$ cat src/sdram_defs.svh
//**************************************************************************
// sizes and timing constants of the SDRAM port
// geometry fixed to a 16-bit, 4-bank part with 13 row and 9 column bits
// INIT_WAIT is short for simulation, raise it for a real device (100 us)
// FIFO depth must be a power of two, 2 or more
//**************************************************************************
`ifndef SDRAM_DEFS_SVH
`define SDRAM_DEFS_SVH

// device geometry
`define SDRAM_ROW_W             13
`define SDRAM_COL_W             9
`define SDRAM_BANK_W            2
`define SDRAM_DQ_W              16

// timing, in clk cycles
`define SDRAM_INIT_WAIT         200   // power-up wait, 1 or more, max 65535
`define SDRAM_REFRESH_INTERVAL  512   // cycles between auto-refreshes

`define SDRAM_FIFO_DEPTH        4     // request queue entries

// mode register: single-location bursts off, CAS 2, sequential, burst of 2
`define SDRAM_MODE_WORD         13'b000_0_00_010_0_001

`endif

$ cat src/sdram_pkg.sv
//**************************************************************************
// shared types of the SDRAM port
// req_t layout, msb first: write flag, word address, strobes, data
// waddr_t is {bank, row, column[8:1]}, column bit 0 is always zero
//**************************************************************************
`include "sdram_defs.svh"

package sdram_pkg;
    typedef logic [31:0] word_t;  // host data word
    typedef logic [3:0]  strb_t;  // byte enables
    typedef logic [`SDRAM_BANK_W+`SDRAM_ROW_W+`SDRAM_COL_W-2:0] waddr_t;
    typedef logic [$bits(waddr_t)+$bits(strb_t)+$bits(word_t):0] req_t;

    // {cs_n, ras_n, cas_n, we_n}
    typedef logic [3:0] sdram_cmd_t;
    localparam sdram_cmd_t CMD_MODE      = 4'b0000;
    localparam sdram_cmd_t CMD_REFRESH   = 4'b0001;
    localparam sdram_cmd_t CMD_PRECHARGE = 4'b0010;
    localparam sdram_cmd_t CMD_ACTIVATE  = 4'b0011;
    localparam sdram_cmd_t CMD_WRITE     = 4'b0100;
    localparam sdram_cmd_t CMD_READ      = 4'b0101;
    localparam sdram_cmd_t CMD_NOP       = 4'b0111;

    typedef enum logic [2:0] {
        st_init_wait, st_init_cmd, st_idle, st_access, st_refresh
    } seq_state_t;
endpackage

$ cat src/sdram_axil_port.sv
//**************************************************************************
// AXI4-Lite slave front end of the SDRAM port
// responses are always OKAY, PROT is not present
// byte address bits 24:2 select the word, all other bits are ignored
// one read outstanding at a time, writes need AW and W in the same cycle
//**************************************************************************
`timescale 1ns/1ps

module sdram_axil_port (
    input  logic             clk,
    input  logic             rst,
    // write address / data / response
    input  logic [31:0]      awaddr,
    input  logic             awvalid,
    output logic             awready,
    input  logic [31:0]      wdata,
    input  logic [3:0]       wstrb,
    input  logic             wvalid,
    output logic             wready,
    output logic [1:0]       bresp,
    output logic             bvalid,
    input  logic             bready,
    // read address / data
    input  logic [31:0]      araddr,
    input  logic             arvalid,
    output logic             arready,
    output logic [31:0]      rdata,
    output logic [1:0]       rresp,
    output logic             rvalid,
    input  logic             rready,
    // request queue side
    output logic             push,
    output sdram_pkg::req_t  push_data,
    input  logic             full,
    // read return from the sequencer
    input  logic             rd_valid,
    input  sdram_pkg::word_t rd_data
);
    import sdram_pkg::*;

    logic   wr_go;       // AW+W taken this cycle
    logic   rd_go;       // AR taken this cycle
    logic   rd_pending;  // read queued, data not back yet
    waddr_t aw_word;
    waddr_t ar_word;

    assign aw_word = awaddr[24:2];
    assign ar_word = araddr[24:2];

    // both write beats must be there, and the last response must be gone
    assign wr_go = awvalid && wvalid && !bvalid && !full;

    // single push port, a write wins the cycle
    assign rd_go = arvalid && !rd_pending && !rvalid && !full && !wr_go;

    assign awready = wr_go;
    assign wready  = wr_go;
    assign arready = rd_go;

    assign push = wr_go || rd_go;

    always_comb begin
        if (wr_go) begin
            push_data = {1'b1, aw_word, wstrb, wdata};
        end else begin
            // read: strobes all on, no data
            push_data = {1'b0, ar_word, strb_t'('1), word_t'('0)};
        end
    end

    assign bresp = 2'b00;  // OKAY
    assign rresp = 2'b00;

    // write response, up the cycle after the push
    always_ff @(posedge clk or posedge rst) begin
        if (rst) begin
            bvalid <= 1'b0;
        end else if (wr_go) begin
            bvalid <= 1'b1;
        end else if (bready) begin
            bvalid <= 1'b0;
        end
    end

    // read tracking
    always_ff @(posedge clk or posedge rst) begin
        if (rst) begin
            rd_pending <= 1'b0;
            rvalid     <= 1'b0;
        end else begin
            if (rd_go) begin
                rd_pending <= 1'b1;
            end else if (rd_valid) begin
                rd_pending <= 1'b0;  // data back from the sequencer
            end
            if (rd_valid) begin
                rvalid <= 1'b1;
            end else if (rready) begin
                rvalid <= 1'b0;
            end
        end
    end

    // read data held with rvalid
    always_ff @(posedge clk) begin
        if (rd_valid) begin
            rdata <= rd_data;
        end
    end

endmodule

$ cat config.mk
export PLATFORM = sky130hd
export DESIGN_NAME = sdram_axil_port
export DESIGN_NICKNAME = d
export VERILOG_FILES = /design/src/sdram_pkg.sv /design/src/sdram_axil_port.sv
export VERILOG_INCLUDE_DIRS = /design/src
export SDC_FILE = /design/constraint.sdc
export NUM_CORES = 1
export LEC_CHECK = 0
export BUFFER_PORTS_ARGS = -buffer_cell sky130_fd_sc_hd__clkbuf_2
export CAP_MARGIN = 20
export CORE_AREA = 3 3 94 96
export CTS_CLUSTER_SIZE = 40
export DETAILED_ROUTE_END_ITERATION = 7
export DIE_AREA = 0 0 97 99
export PLACE_DENSITY = 0.63
export SLEW_MARGIN = 40
export SYNTH_ARGS = -nofsm -noshare
export SYNTH_HDL_FRONTEND = slang
export SYNTH_SLANG_ARGS = --single-unit
$ cat constraint.sdc
create_clock -name clk -period 2.5 [get_ports clk]
set_clock_uncertainty 0.05 [all_clocks]
set_input_delay 0.125 -clock clk [delete_from_list [all_inputs] [get_ports clk]]
set_output_delay 0.125 -clock clk [all_outputs]
set_load 0.02 [all_outputs]
==> out/qor.txt <==
final net count - 511
WP data arrival - 1890 ps
Initial Utilization - 0.216
metal2 WL - 3570 um
max incr delay on CP - 400 ps
Most used DFF post-synth - edfxtp_1
WP data required - 2330 ps
fin crit share - 0.826
core area - 8130 um2
ANT nets after route - 0
status - finished clean
Clock Sinks - 35
main combinational cell family by area after synthesis - multiplexers
adder-cell area share of the yosys netlist - 0
Residual DRC - 0
Worst slew margin - 0.533
TritonCTS Buffers - 5
FF-to-FF setup slack - 1240 ps
Post-synth top cells - and2_1 (32), edfxtp_1 (32), mux2_4 (19)
vias - 1881
worst-path fanout max - 64
Synth Area in Compound Gates - 0.0121
simple logic cell fraction of the synthesized area - 0.146
Die Ht - 99 um
Ant. Diodes - 0
Post-synth EDFFs - 32
Area Growth Syn to Fin - 92.6%
vias per std cell - 3.95
critical hold path startpoint - rready
Reg2Reg Launch Point - rvalid
top sig layer - met4
CTS H-Tree Depth - 2
io pins - 243
Synth Area in XOR/XNOR - 0
WS Path Type - flip-flop to primary output
mean routed wirelength per cell - 13.2 um
Lkg Pwr - 0.00180 uW
Worst Setup Start Kind - flip-flop
CP endpoint kind - primary output
Crit-path slowest cell - dfrtp_1
Congestion Overflow GR - 0
Final Hold Viols - 0
Root Buffer - clkbuf_8
share of the synthesized area in the top cell type - 0.546
Port Buffers - 220
VDD IR max - 0.620 mV
met1 wire length - 2080 um
Met3 Wirelength - 631 um
Cell variety after synth - 17
worst-case clock buffer depth - 2
Final Power - 1730 uW
max_cap viols - 0
HPWL Detailed - 5070 um
synth top area cells - edfxtp_1 (55%), mux2_4 (16%), and2_1 (11%)
FF-to-FF End - rd_pending
Worst Hold Path Cells - 3
Synth Register Bits - 35
number of global-route vias before repair - 1921
Worst-path clk slew - 70 ps
clock latency on the worst-skew pair - 280 ps
Synth area leader - edfxtp_1
Hold EP - rvalid
max-slew violations - 0
synth warn - 0
Setup TNS - 0 ps
ys async rst share - 0.0857
Final setup viols - 0
GRT Total Usage - 0.126
initial drt markers - 39
Hold Path Class - input pin to flip-flop
Seq/Total Area, Yosys - 0.588
Achievable Freq - 0.484 GHz
WL final - 6290 um
first-pass GRT wire length - 9830 um
Tightest Pin Transition - 700 ps
CTS tree - built
Pre-Repair DR Iteration Count - 4
Avg Synthesized Cell Area - 14.8 um2
die area - 9600 um2
Power Density - 509 nW/um2
Placer Congestion - 0.778
Post-Synthesis Cells - 119
Worst R2R Path Depth - 2
std cell rows - 33
mux cell area share after synthesis - 0.188
RSZ-0062 raised after global routing - false
Die W - 97 um
largest net degree at the start of global routing - 65
synthesized cell area - 1760 um2
final worst path period need - 2070 ps
initial antenna violation count - 0
critical path, cell by cell - and4bb_2 -> buf_12 -> mux2_2 -> clkbuf_2
share of layout cells above drive strength 1 - 0.679
## where the power goes
| part | switching, uW | total [uW] | internal [uW] |
|---|---|---|---|
| Sequential | 14.0 | 704 | 690 |
| Combinational | 226 | 434 | 207 |
| Clock | 191 | 590 | 399 |
| Total | 431 | 1730 | 1300 |
## critical path: cells and delay by family, from the launching register on
kind          cells  cell delay (ps)
flops             1              400
mux               1              380
simple gates      1              360
buf+inv           2              460
## placed cells by master (no fill, tap or decap)
cell	instances
mux2_4	19
and4bb_2	1
dlygate4sd3_1	33
and2_1	32
mux2_2	4
conb_1	4
dfrtp_1	3
buf_2	1
clkbuf_8	5
a21o_1	2
clkbuf_1	1
bufinv_16	2
or4b_1	1
nand2b_1	5
inv_1	4
buf_12	1
nor2_1	1
edfxtp_1	32
o22ai_1	1
clkbuf_2	219
## registers in the layout, summed over array words and instances (netlist names)
register,count
rd_pending,1
rdata,32
rvalid,1
bvalid,1
## how the worst max path moves through the flow
stage               startpoint            end  slack [ps]  depth (start not counted)
floorplan               bvalid  push_data[39]         960                          4
global placement        bvalid  push_data[58]         740                          4
detailed placement      bvalid  push_data[58]         700                          4
CTS                     bvalid  push_data[58]         380                          4
global route            bvalid  push_data[58]         320                          4
finish                  bvalid  push_data[58]         430                          4
## repair_timing
item                                    in CTS  in global routing
setup buffers                                0                  0
hold buffers                                33                  0
endpoints found under the setup margin       0                  0
endpoints found under the hold margin       35                  0
gates resized for setup                      0                  0
## per-stage QoR
| stage | area [um2] | std cells | setup WS [ps] | hold WS [ps] | utilization |
|---|---|---|---|---|---|
| floorplan | 1770 | 122 | 959 | -171 | - |
| global placement | 2930 | 435 | 742 | -73.9 | 0.360 |
| detailed placement | 2930 | 435 | 700 | -64.3 | 0.360 |
| CTS | 3390 | 476 | 379 | 40.0 | 0.417 |
| global route | 3390 | 476 | 321 | 56.5 | 0.417 |
| finish | 3390 | 476 | 435 | 52.6 | 0.417 |
## layer usage
metal,vias to the layer above,GRT usage
li1,901,-
met1,868,0.125
met2,110,0.247
met3,2,0.0545
met4,0,0.0194
met5,-,0
## cell type report
type,instances,area [um2]
clock inverter,2,60.1
timing repair buffer,254,1450
inverter,4,15.0
multi-input combinational,70,624
clock buffer,6,72.6
tap,105,131
fill,800,4740
sequential,35,1040
## kinds of logic after synthesis
kind of cell | Yosys count
DFF | 35
AOI/OAI and AO/OA | 3
muxes | 23
and+or+nand+nor | 40
other | 1
buffers and inverters | 17
No activity file was read; power rests on OpenSTA's default activity.
