**config.mk**
```make
export PLATFORM = sky130hd
export DESIGN_NAME = sdram_req_fifo
export DESIGN_NICKNAME = d
export VERILOG_FILES = /design/src/sdram_pkg.sv /design/src/sdram_req_fifo.sv
export VERILOG_INCLUDE_DIRS = /design/src
export SDC_FILE = /design/constraint.sdc
export NUM_CORES = 1
export LEC_CHECK = 0
export BUFFER_PORTS_ARGS = -buffer_cell sky130_fd_sc_hd__buf_2
export CORE_MARGIN = 2
export CORE_UTILIZATION = 60
export CTS_BUF_LIST = sky130_fd_sc_hd__clkbuf_16
export DETAILED_ROUTE_END_ITERATION = 10
export HOLD_SLACK_MARGIN = 0.12
export PLACE_DENSITY_LB_ADDON = 0.1
export SYNTH_ARGS = -nofsm -noshare
export SYNTH_HDL_FRONTEND = slang
export SYNTH_SLANG_ARGS = --single-unit
```
**constraint.sdc**
```tcl
create_clock -name clk -period 8.4 [get_ports clk]
set_input_delay 1.68 -clock clk [delete_from_list [all_inputs] [get_ports clk]]
set_output_delay 1.68 -clock clk [all_outputs]
set_load 0.01 [all_outputs]
```
**src/sdram_defs.svh**
```systemverilog
//**************************************************************************
// sizes and timing constants of the SDRAM port
// geometry fixed to a 16-bit, 4-bank part with 13 row and 9 column bits
// INIT_WAIT is short for simulation, raise it for a real device (100 us)
// FIFO depth must be a power of two, 2 or more
//**************************************************************************
`ifndef SDRAM_DEFS_SVH
`define SDRAM_DEFS_SVH

// device geometry
`define SDRAM_ROW_W             13
`define SDRAM_COL_W             9
`define SDRAM_BANK_W            2
`define SDRAM_DQ_W              16

// timing, in clk cycles
`define SDRAM_INIT_WAIT         200   // power-up wait, 1 or more, max 65535
`define SDRAM_REFRESH_INTERVAL  512   // cycles between auto-refreshes

`define SDRAM_FIFO_DEPTH        4     // request queue entries

// mode register: single-location bursts off, CAS 2, sequential, burst of 2
`define SDRAM_MODE_WORD         13'b000_0_00_010_0_001

`endif

```
**src/sdram_pkg.sv**
```systemverilog
//**************************************************************************
// shared types of the SDRAM port
// req_t layout, msb first: write flag, word address, strobes, data
// waddr_t is {bank, row, column[8:1]}, column bit 0 is always zero
//**************************************************************************
`include "sdram_defs.svh"

package sdram_pkg;
    typedef logic [31:0] word_t;  // host data word
    typedef logic [3:0]  strb_t;  // byte enables
    typedef logic [`SDRAM_BANK_W+`SDRAM_ROW_W+`SDRAM_COL_W-2:0] waddr_t;
    typedef logic [$bits(waddr_t)+$bits(strb_t)+$bits(word_t):0] req_t;

    // {cs_n, ras_n, cas_n, we_n}
    typedef logic [3:0] sdram_cmd_t;
    localparam sdram_cmd_t CMD_MODE      = 4'b0000;
    localparam sdram_cmd_t CMD_REFRESH   = 4'b0001;
    localparam sdram_cmd_t CMD_PRECHARGE = 4'b0010;
    localparam sdram_cmd_t CMD_ACTIVATE  = 4'b0011;
    localparam sdram_cmd_t CMD_WRITE     = 4'b0100;
    localparam sdram_cmd_t CMD_READ      = 4'b0101;
    localparam sdram_cmd_t CMD_NOP       = 4'b0111;

    typedef enum logic [2:0] {
        st_init_wait, st_init_cmd, st_idle, st_access, st_refresh
    } seq_state_t;
endpackage

```
**src/sdram_req_fifo.sv**
```systemverilog
//**************************************************************************
// request queue between the AXI4-Lite port and the sequencer
// depth from SDRAM_FIFO_DEPTH, a power of two of 2 or more
// push while full and pop while empty are ignored
// head_data is valid whenever empty is low
//**************************************************************************
`timescale 1ns/1ps
`include "sdram_defs.svh"

module sdram_req_fifo (
    input  logic            clk,
    input  logic            rst,
    input  logic            push,
    input  sdram_pkg::req_t push_data,
    output logic            full,
    input  logic            pop,
    output sdram_pkg::req_t head_data,
    output logic            empty
);
    import sdram_pkg::*;

    localparam int DEPTH = `SDRAM_FIFO_DEPTH;
    localparam int AW    = $clog2(DEPTH);

    req_t        mem [DEPTH];
    logic [AW:0] wr_ptr;  // msb is the wrap bit
    logic [AW:0] rd_ptr;

    assign empty = (wr_ptr == rd_ptr);
    // same slot, other lap
    assign full  = (wr_ptr[AW] != rd_ptr[AW]) && (wr_ptr[AW-1:0] == rd_ptr[AW-1:0]);

    assign head_data = mem[rd_ptr[AW-1:0]];

    always_ff @(posedge clk or posedge rst) begin
        if (rst) begin
            wr_ptr <= '0;
            rd_ptr <= '0;
        end else begin
            if (push && !full) begin
                wr_ptr <= wr_ptr + 1'b1;
            end
            if (pop && !empty) begin
                rd_ptr <= rd_ptr + 1'b1;
            end
        end
    end

    // storage
    always_ff @(posedge clk) begin
        if (push && !full) begin
            mem[wr_ptr[AW-1:0]] <= push_data;
        end
    end

endmodule

```
==> results.toml, run 1 <==
[floorplanning]
fp.dieW_um = 128
die_y_um = 128
dieArea_um2 = 16300
core_area_um2 = 15100
io_pins = 126
start_util_pct = 60.8
rows = 45

[place]
place_hpwl_um = 8650
port-buffer-count = 125
pre_cts_ws_ns = 4.33
gp_congestion = 0.707
dp.cells = 665

[routing]
drt_iter0_drc = 254
vias = 4139
drc = 0
totalWireLength_um = 15200
ant_nets = 0
firstDrtPassIters = 4
avgViaCountPerCell = 5.82
wl_per_cell_um = 21.4

[logic_synthesis]
yosysUniqueCellTypes = 27
synth_cells = 363
synthMuxAreaShare_pct = 14.7
ys_ff_latch = 246
synth_top_family_by_area = "multiplexers"
synthSimpleGateAreaFrac_pct = 0.737
syn_avg_cell_area_um2 = 25.3
synth_compound_area_share_pct = 1.05
synth-seq-area-share_pct = 80.2
synthesis.nets = 432
yosysWarnings = 0
synthesis.area_um2 = 9170
synth_adder_area_share_pct = 0.682
synth_xor_xnor_area_share_pct = 1.11

[finish]
fin_util_pct = 70.8
nets = 573
finalNonFillerCells = 711
area_delta_synth_final_pct = 16.5
final_layout_size_suffix_gt1_share_pct = 44.4
final.fill_count = 948

[sta]
tns_ns = 0
hold_ws_ns = 0.595
slew-limit-headroom_pct = 32.8
layout_min_cycle_time_ns = 4.49
worst_clock_skew_ns = 0.0149
slew_viol_final = 0
fin_ws_ns = 3.91
timing_hold_violations_final = 0
tightest_slew_ns = 1.01
layout_worst_path_cycle_share_pct = 53.4
rsz0062_at_grt = "false"
fmax_ghz = 0.223
setup_viol = 0

[setup_path]
r2r_end = "mem[2][58]"
cpLargestDelayFamily = "flip-flops"
cp.required_ns = 6.72
timing.rr.start = "rd_ptr[1]"
worstSetupEndpoint = "head_data[20]"
worst-endpoint-arrival_ns = 2.81
cpMaxStageDelayCell = "dfrtp_4"
max_stage_delay_ns = 0.84
rrSetupSlack_ns = 5.05
cp-end-kind = "output port"
rr_worst_depth = 4
crit_buf_inv = 2
path_cells = "buf_4 -> mux4_2 -> buf_2"
critical_path.startpoint = "rd_ptr[0]"
critical_path.max_fanout = 34
start_kind = "register"
critical_path_class = "reg -> out"
crit_cells = 3

[clock_tree]
clock_latency_ns = 0.50
cts_tree = "done"
postCtsSetupBuffers = 0
root_buffer = "clkbuf_16"
post_cts_resized = 0
clk_pin_slew_worst_paths_ns = 0.06
clockBufferDepth = 3
cts_made_buffers = 25
cts_sinks = 246
cts_hold_buf = 0
cts_max_level = 1

[power]
pwr-share-clk_pct = 25.2
power_switching_mw = 1.10
powerDensity_nw_per_um2 = 352
p_int_mw = 2.67
leakage_nw = 3.68
swShare_pct = 29.1
p_comb_share_pct = 27.0
vdd_drop_max_v = 0.000225
power_frac_seq_pct = 47.8

[global_route]
grt_start_max_net_pins = 67
track_usage_pct = 19.4
antenna_found_initial = 1
overflow = 0
grt_pass1_vias = 4444
grt_pass1_wl_um = 24000

[min_path]
hp-start = "wr_ptr[2]"
hold_path_class = "reg -> reg"

[run_status]
outcome = "finished, final reports clean"

[job]
drv_cap = 0
worst register-to-register path: stages, from the launching register on:
cell and delay (ns):
dfrtp_4 1.08, xnor2_1 0.36, nand3_2 0.20, and3_2 0.88
buf_4 0.49
cell families after synthesis:
kind of cell | count (synthesis)
AND/OR/NAND/NOR | 11
adder cells (fa/ha/maj) | 5
XOR/XNOR | 9
AO/OA/AOI/OAI | 13
buffers and inverters | 19
multiplexers | 60
flip-flops | 246
power groups by stage:
| stage | sequential [mW] | combinational [mW] | clock (mW) |
|---|---|---|---|
| 3_3_place_gp | 1.82 | 1.03 | 0 |
| 4_1_cts | 1.81 | 1.04 | 0.976 |
| 6_report | 1.80 | 1.02 | 0.950 |
| 3_5_place_dp | 1.83 | 1.04 | 0 |
| 5_1_grt | 1.83 | 1.11 | 1.02 |
| 2_1_floorplan | 1.71 | 0.795 | 0 |
layer usage:
metal  vias to the layer above  part of all wire [%]  track usage (%)
met5                         -                     0                0
met4                         0                   1.2             4.65
met3                        16                   7.2             4.40
met2                       119                    51             33.2
met1                      2171                    40             25.9
li1                       1833                     -                -
how the worst min path moves through the flow:
stage                     end  slack, ns  depth (start not counted)
floorplan           wr_ptr[2]       0.54                          1
global placement    wr_ptr[2]       0.56                          1
detailed placement  wr_ptr[2]       0.58                          1
CTS                 wr_ptr[2]       0.60                          1
global route        wr_ptr[2]       0.62                          1
finish              wr_ptr[2]       0.59                          1
final cells by class:
cell class / instances / area, µm² / area share, %
well taps: 188 / 235 / 2.20
clock buffers: 25 / 626 / 5.86
multi-input cells: 98 / 1700 / 15.9
clock inverters: 20 / 91.3 / 0.855
inverters: 5 / 18.8 / 0.176
diodes: 1 / 2.50 / 0.0234
flip-flops and latches: 246 / 7360 / 68.9
repair buffers: 128 / 648 / 6.07
state kept, by name (all words and copies together) (netlist names):
| register | cells |
|---|---|
| rd_ptr | 3 |
| mem | 240 |
| wr_ptr | 3 |
metrics by stage:
| stage | total power, mW | area, µm² |
|---|---|---|
| 6_report | 3.76 | 10700 |
| 5_1_grt | 3.96 | 10700 |
| 4_1_cts | 3.82 | 10700 |
| 3_5_place_dp | 2.87 | 9960 |
| 3_3_place_gp | 2.85 | 9960 |
| 2_1_floorplan | 2.51 | 9170 |
cells in the final DEF (no fill, tap or decap):
| cell type | n |
|---|---|
| a211oi_1 | 2 |
| a21o_1 | 1 |
| a21oi_1 | 4 |
| a31oi_1 | 1 |
| a31oi_4 | 1 |
| and2_1 | 1 |
| and3_2 | 1 |
| and3_4 | 2 |
| buf_2 | 125 |
| buf_4 | 3 |
| clkbuf_16 | 25 |
| clkinv_1 | 5 |
| clkinv_2 | 6 |
| clkinvlp_4 | 1 |
| dfrtp_1 | 4 |
| dfrtp_4 | 2 |
| diode_2 | 1 |
| edfxtp_1 | 240 |
| ha_1 | 5 |
| inv_1 | 12 |
| inv_6 | 1 |
| mux4_2 | 60 |
| nand2_1 | 1 |
| nand2b_1 | 2 |
| nand3_1 | 1 |
| nand3_2 | 1 |
| nor2_1 | 1 |
| nor3_1 | 1 |
| o31ai_1 | 3 |
| o31ai_2 | 1 |
| xnor2_1 | 4 |
| xnor2_2 | 1 |
| xor2_1 | 2 |
| xor2_2 | 2 |
synth_stat cells:
cell | count | share of area [%]
dfrtp_1 | 6 | 1.6
a31oi_2 | 1 | 0.14
o31ai_1 | 3 | 0.25
inv_1 | 5 | 0.20
xnor2_1 | 4 | 0.38
edfxtp_1 | 240 | 79
a21oi_1 | 4 | 0.22
nor3_1 | 1 | 0.055
buf_2 | 7 | 0.38
and3_2 | 2 | 0.16
and2_1 | 1 | 0.068
o31ai_2 | 1 | 0.14
nand3_2 | 1 | 0.11
xnor2_2 | 1 | 0.18
xor2_2 | 2 | 0.35
and3_1 | 1 | 0.068
buf_6 | 7 | 0.86
a31oi_1 | 1 | 0.068
a211oi_1 | 2 | 0.16
xor2_1 | 2 | 0.19
ha_1 | 5 | 0.68
mux4_2 | 60 | 15
a21o_1 | 1 | 0.082
nand2b_1 | 2 | 0.14
nor2_1 | 1 | 0.041
nand3_1 | 1 | 0.055
nand2_1 | 1 | 0.041
(Power assumes the default switching activity.)
==> inputs of run 2 (changes only) <==
--- a/config.mk
+++ b/config.mk
@@ -8,7 +8,7 @@
 export LEC_CHECK = 0
 export BUFFER_PORTS_ARGS = -buffer_cell sky130_fd_sc_hd__buf_2
 export CORE_MARGIN = 2
-export CORE_UTILIZATION = 60
+export CORE_UTILIZATION = 57
 export CTS_BUF_LIST = sky130_fd_sc_hd__clkbuf_16
 export DETAILED_ROUTE_END_ITERATION = 10
 export HOLD_SLACK_MARGIN = 0.12
==> constraint.sdc (replaced) <==
create_clock -name clk -period 4.39 [get_ports clk]
set_input_delay 0.878 -clock clk [delete_from_list [all_inputs] [get_ports clk]]
set_output_delay 0.878 -clock clk [all_outputs]
set_load 0.01 [all_outputs]
==> results.toml, run 2 (synthesis results as in run 1) <==
[run_status]
outcome = "finished, final reports clean"

[power]
p_total_mw = 7.22
vdd_drop_max_v = 0.000435
powerDensity_nw_per_um2 = 673
leakage_nw = 3.69

[clock_tree]
clk_pin_slew_worst_paths_ns = 0.06
clockBufferDepth = 3
clock_latency_ns = 0.50
root_buffer = "clkbuf_16"
cts_made_buffers = 25
cts_tree = "done"
post_cts_resized = 0
postCtsSetupBuffers = 0
cts_max_level = 1
cts_sinks = 246
cts_hold_buf = 0

[routing]
totalWireLength_um = 15200
wl_per_cell_um = 20.6
firstDrtPassIters = 5
drc = 0
vias = 4128
avgViaCountPerCell = 5.57
ant_nets = 0
drt_iter0_drc = 224

[setup_path]
cpLargestDelayFamily = "flip-flops"
r2r_end = "mem[1][10]"
crit_cells = 3
critical_path.max_fanout = 44
crit_buf_inv = 2
cpMaxStageDelayCell = "dfrtp_4"
max_stage_delay_ns = 0.71
start_kind = "register"
path_cells = "buf_12 -> mux4_2 -> buf_2"
timing.rr.start = "rd_ptr[1]"
worst-endpoint-arrival_ns = 2.38
rrSetupSlack_ns = 1.47
rr_worst_depth = 3
cp-end-kind = "output port"
cp.required_ns = 3.51
critical_path_class = "reg -> out"

[sta]
setup_viol = 0
tns_ns = 0
timing_hold_violations_final = 0
fmax_ghz = 0.307
layout_worst_path_cycle_share_pct = 74.3
layout_min_cycle_time_ns = 3.26
tightest_slew_ns = 0.985
fin_ws_ns = 1.13
slew-limit-headroom_pct = 34.3
rsz0062_at_grt = "false"
slew_viol_final = 0
worst_clock_skew_ns = 0.00902

[floorplanning]
core_area_um2 = 15800
start_util_pct = 57.9
die_y_um = 131
rows = 46
fp.dieW_um = 131
io_pins = 126
dieArea_um2 = 17100

[finish]
final.fill_count = 1014
final_cell_mix = "edfxtp_1 (240), buf_2 (125), mux4_2 (60), clkbuf_16 (25), inv_1 (13)"
area_delta_synth_final_pct = 17.1
final_layout_size_suffix_gt1_share_pct = 44.3
nets = 573
largest_reg_flops = 240
layout_commonest_cell = "edfxtp_1"

[job]
drv_cap = 0

[global_route]
track_usage_pct = 18.0
antenna_found_initial = 2
grt_start_max_net_pins = 67
grt_pass1_wl_um = 22800
grt_pass1_vias = 4225
overflow = 0

[min_path]
hold_path_class = "in -> async"

[place]
pre_cts_ws_ns = 1.43
place_hpwl_um = 8530
gp_congestion = 0.767
port-buffer-count = 125
-- run 2: worst reg2reg max path, cell delays in order, from the launching register on --
cell and delay, ns:
dfrtp_4 1.08, xnor2_1 0.36, nand3_2 0.20, and3_4 0.83
-- run 2: per-layer routing --
metal / global-route usage [%] / wire length, µm
met1: 23.7 / 6120
met2: 30.5 / 7750
met3: 4.40 / 1130
met4: 4.94 / 224
met5: 0 / 0
-- run 2: how the worst max path moves through the flow --
stage	startpoint	to	slack, ns
2_1_floorplan	push	mem[3][0]	1.14
3_3_place_gp	rd_ptr[1]	mem[1][44]	1.46
3_5_place_dp	rd_ptr[1]	mem[2][44]	1.43
4_1_cts	rd_ptr[0]	head_data[55]	1.05
5_1_grt	rd_ptr[0]	head_data[41]	0.98
6_report	rd_ptr[0]	head_data[55]	1.13
-- run 2: cell type report --
type	count	area (µm²)	area share [%]
Sequential cell	246	7360	68.6
Multi-Input combinational cell	98	1700	15.8
Timing Repair Buffer	128	661	6.15
Clock buffer	25	626	5.83
Tap cell	216	270	2.52
Clock inverter	20	87.6	0.816
Inverter	5	18.8	0.175
Antenna cell	3	7.51	0.0699
-- run 2: stage by stage --
step	instance area, µm²	utilization, %	hold slack (ns)	instances
final	10700	67.8	0.304	741
after global routing	10700	67.8	0.300	738
after CTS	10700	67.8	0.291	738
after detailed placement	10000	63.3	0.587	693
after global placement	10000	63.3	0.577	693
after floorplan	9170	-	0.544	363
-- run 2: power by group --
group	total (mW)	switching [mW]	internal, mW	leakage [nW]
Combinational	1.99	1.03	0.954	1.03
Sequential	3.41	0.278	3.13	2.27
Clock	1.82	0.796	1.03	0.386
==> inputs of run 3 (changes only) <==
==> constraint.sdc (replaced) <==
create_clock -name clk -period 3.25 [get_ports clk]
set_input_delay 0.65 -clock clk [delete_from_list [all_inputs] [get_ports clk]]
set_output_delay 0.65 -clock clk [all_outputs]
set_load 0.01 [all_outputs]
==> results.toml, run 3 (synthesis results as in run 1) <==
[setup_path]
r2r_end = "mem[1][23]"
cp.required_ns = 2.60
max_stage_delay_ns = 0.58
worst-endpoint-arrival_ns = 2.23
start_kind = "register"
cpLargestDelayFamily = "buffers and inverters"
critical_path.max_fanout = 59
rrSetupSlack_ns = 0.90
rr_worst_depth = 5
path_cells = "buf_12 -> mux4_2 -> buf_2"
critical_path.startpoint = "rd_ptr[0]"
crit_buf_inv = 2
timing.rr.start = "rd_ptr[0]"
cp-end-kind = "output port"
critical_path_class = "reg -> out"
cpMaxStageDelayCell = "mux4_2"

[floorplanning]
core_area_um2 = 15800
dieArea_um2 = 17100
die_y_um = 131
fp.dieW_um = 131
rows = 46
start_util_pct = 57.9
io_pins = 126

[routing]
highest_layer = "met4"
route.met3.wl_um = 1030
avgViaCountPerCell = 5.54
vias = 4141
drt_iter0_drc = 223
drc = 0
totalWireLength_um = 15800
route.met2.wl_um = 8080
wl_per_cell_um = 21.2
firstDrtPassIters = 4
ant_nets = 0
wl_met1_um = 6410

[power]
vdd_drop_max_v = 0.000547
p_total_mw = 9.91
leakage_nw = 3.75
powerDensity_nw_per_um2 = 914

[clock_tree]
root_buffer = "clkbuf_16"
clock_latency_ns = 0.51
cts_max_level = 1
clk_pin_slew_worst_paths_ns = 0.06
clockBufferDepth = 3
postCtsSetupBuffers = 0
cts_tree = "done"
cts_sinks = 246
cts_made_buffers = 25

[run_status]
outcome = "finished, final reports clean"

[finish]
largest_reg_flops = 240
final_layout_size_suffix_gt1_share_pct = 44.3
area_delta_synth_final_pct = 18.3
layout_commonest_cell = "edfxtp_1"
nets = 582
final_cell_mix = "edfxtp_1 (240), buf_2 (125), mux4_2 (60), clkbuf_16 (25), inv_1 (14)"
fin_util_pct = 68.6

[sta]
slew-limit-headroom_pct = 59.4
setup_viol = 0
slew_viol_final = 0
timing_hold_violations_final = 0
rsz0062_at_grt = "false"
tightest_slew_ns = 0.609
layout_min_cycle_time_ns = 2.88
worst_clock_skew_ns = 0.0164
fmax_ghz = 0.348
layout_worst_path_cycle_share_pct = 88.5
tns_ns = 0

[global_route]
grt_pass1_vias = 4403
overflow = 0
antenna_found_initial = 1
grt_pass1_wl_um = 23900
track_usage_pct = 18.9
grt_start_max_net_pins = 60

[min_path]
hold_path_class = "in -> reg"
hold_depth = 1
hp-start = "push_data[36]"
worstHoldEndpoint = "mem[3][36]"

[job]
drv_cap = 0

[place]
gp_congestion = 0.740
place_hpwl_um = 9380
port-buffer-count = 125
## run 3: cell type report
cell class,count,area [µm²]
Timing Repair Buffer,137,768
Multi-Input combinational cell,98,1700
Clock inverter,19,100
Inverter,5,18.8
Fill cell,1026,4980
Tap cell,216,270
Sequential cell,246,7360
Clock buffer,25,626
Antenna cell,1,2.50
## run 3: where the power goes
| part | switching [mW] | internal [mW] |
|---|---|---|
| clock | 1.07 | 1.46 |
| combinational | 1.58 | 1.36 |
| sequential | 0.227 | 4.22 |
| total | 2.87 | 7.04 |
## run 3: through the flow
step / instances / hold WS (ns) / cell area, µm² / setup WS (ns)
after floorplan: 363 / 0.441 / 9170 / 0.190
after global placement: 701 / 0.582 / 10100 / 0.864
after detailed placement: 701 / 0.585 / 10100 / 0.829
after CTS: 746 / 0.334 / 10800 / 0.319
after global routing: 746 / 0.342 / 10800 / 0.243
final: 747 / 0.351 / 10900 / 0.374
## run 3: layer usage
metal,track usage [%],vias up
li1,-,1854
met1,24.7,2153
met2,31.7,114
met3,4.89,20
met4,5.69,0
met5,0,-
## run 3: worst max path at each step
stage	end	slack [ns]	depth (start not counted)
final	head_data[42]	0.37	3
after global routing	full	0.24	5
after CTS	head_data[57]	0.32	3
after detailed placement	mem[1][25]	0.83	5
after global placement	head_data[57]	0.86	3
after floorplan	mem[3][0]	0.19	2
## run 3: worst reg2reg max path, stage by stage, from the launching register on
cell and delay [ns]:
dfrtp_4 0.49, buf_12 0.43, xnor2_2 0.27, nand3_2 0.16
and3_4 0.37, buf_4 0.31
## run 3: repair_timing
| action | 4_1_cts | 5_1_grt |
|---|---|---|
| resized for setup | 0 | 0 |
| endpoints found under the hold margin | 6 | 0 |
| hold buffers | 1 | 0 |
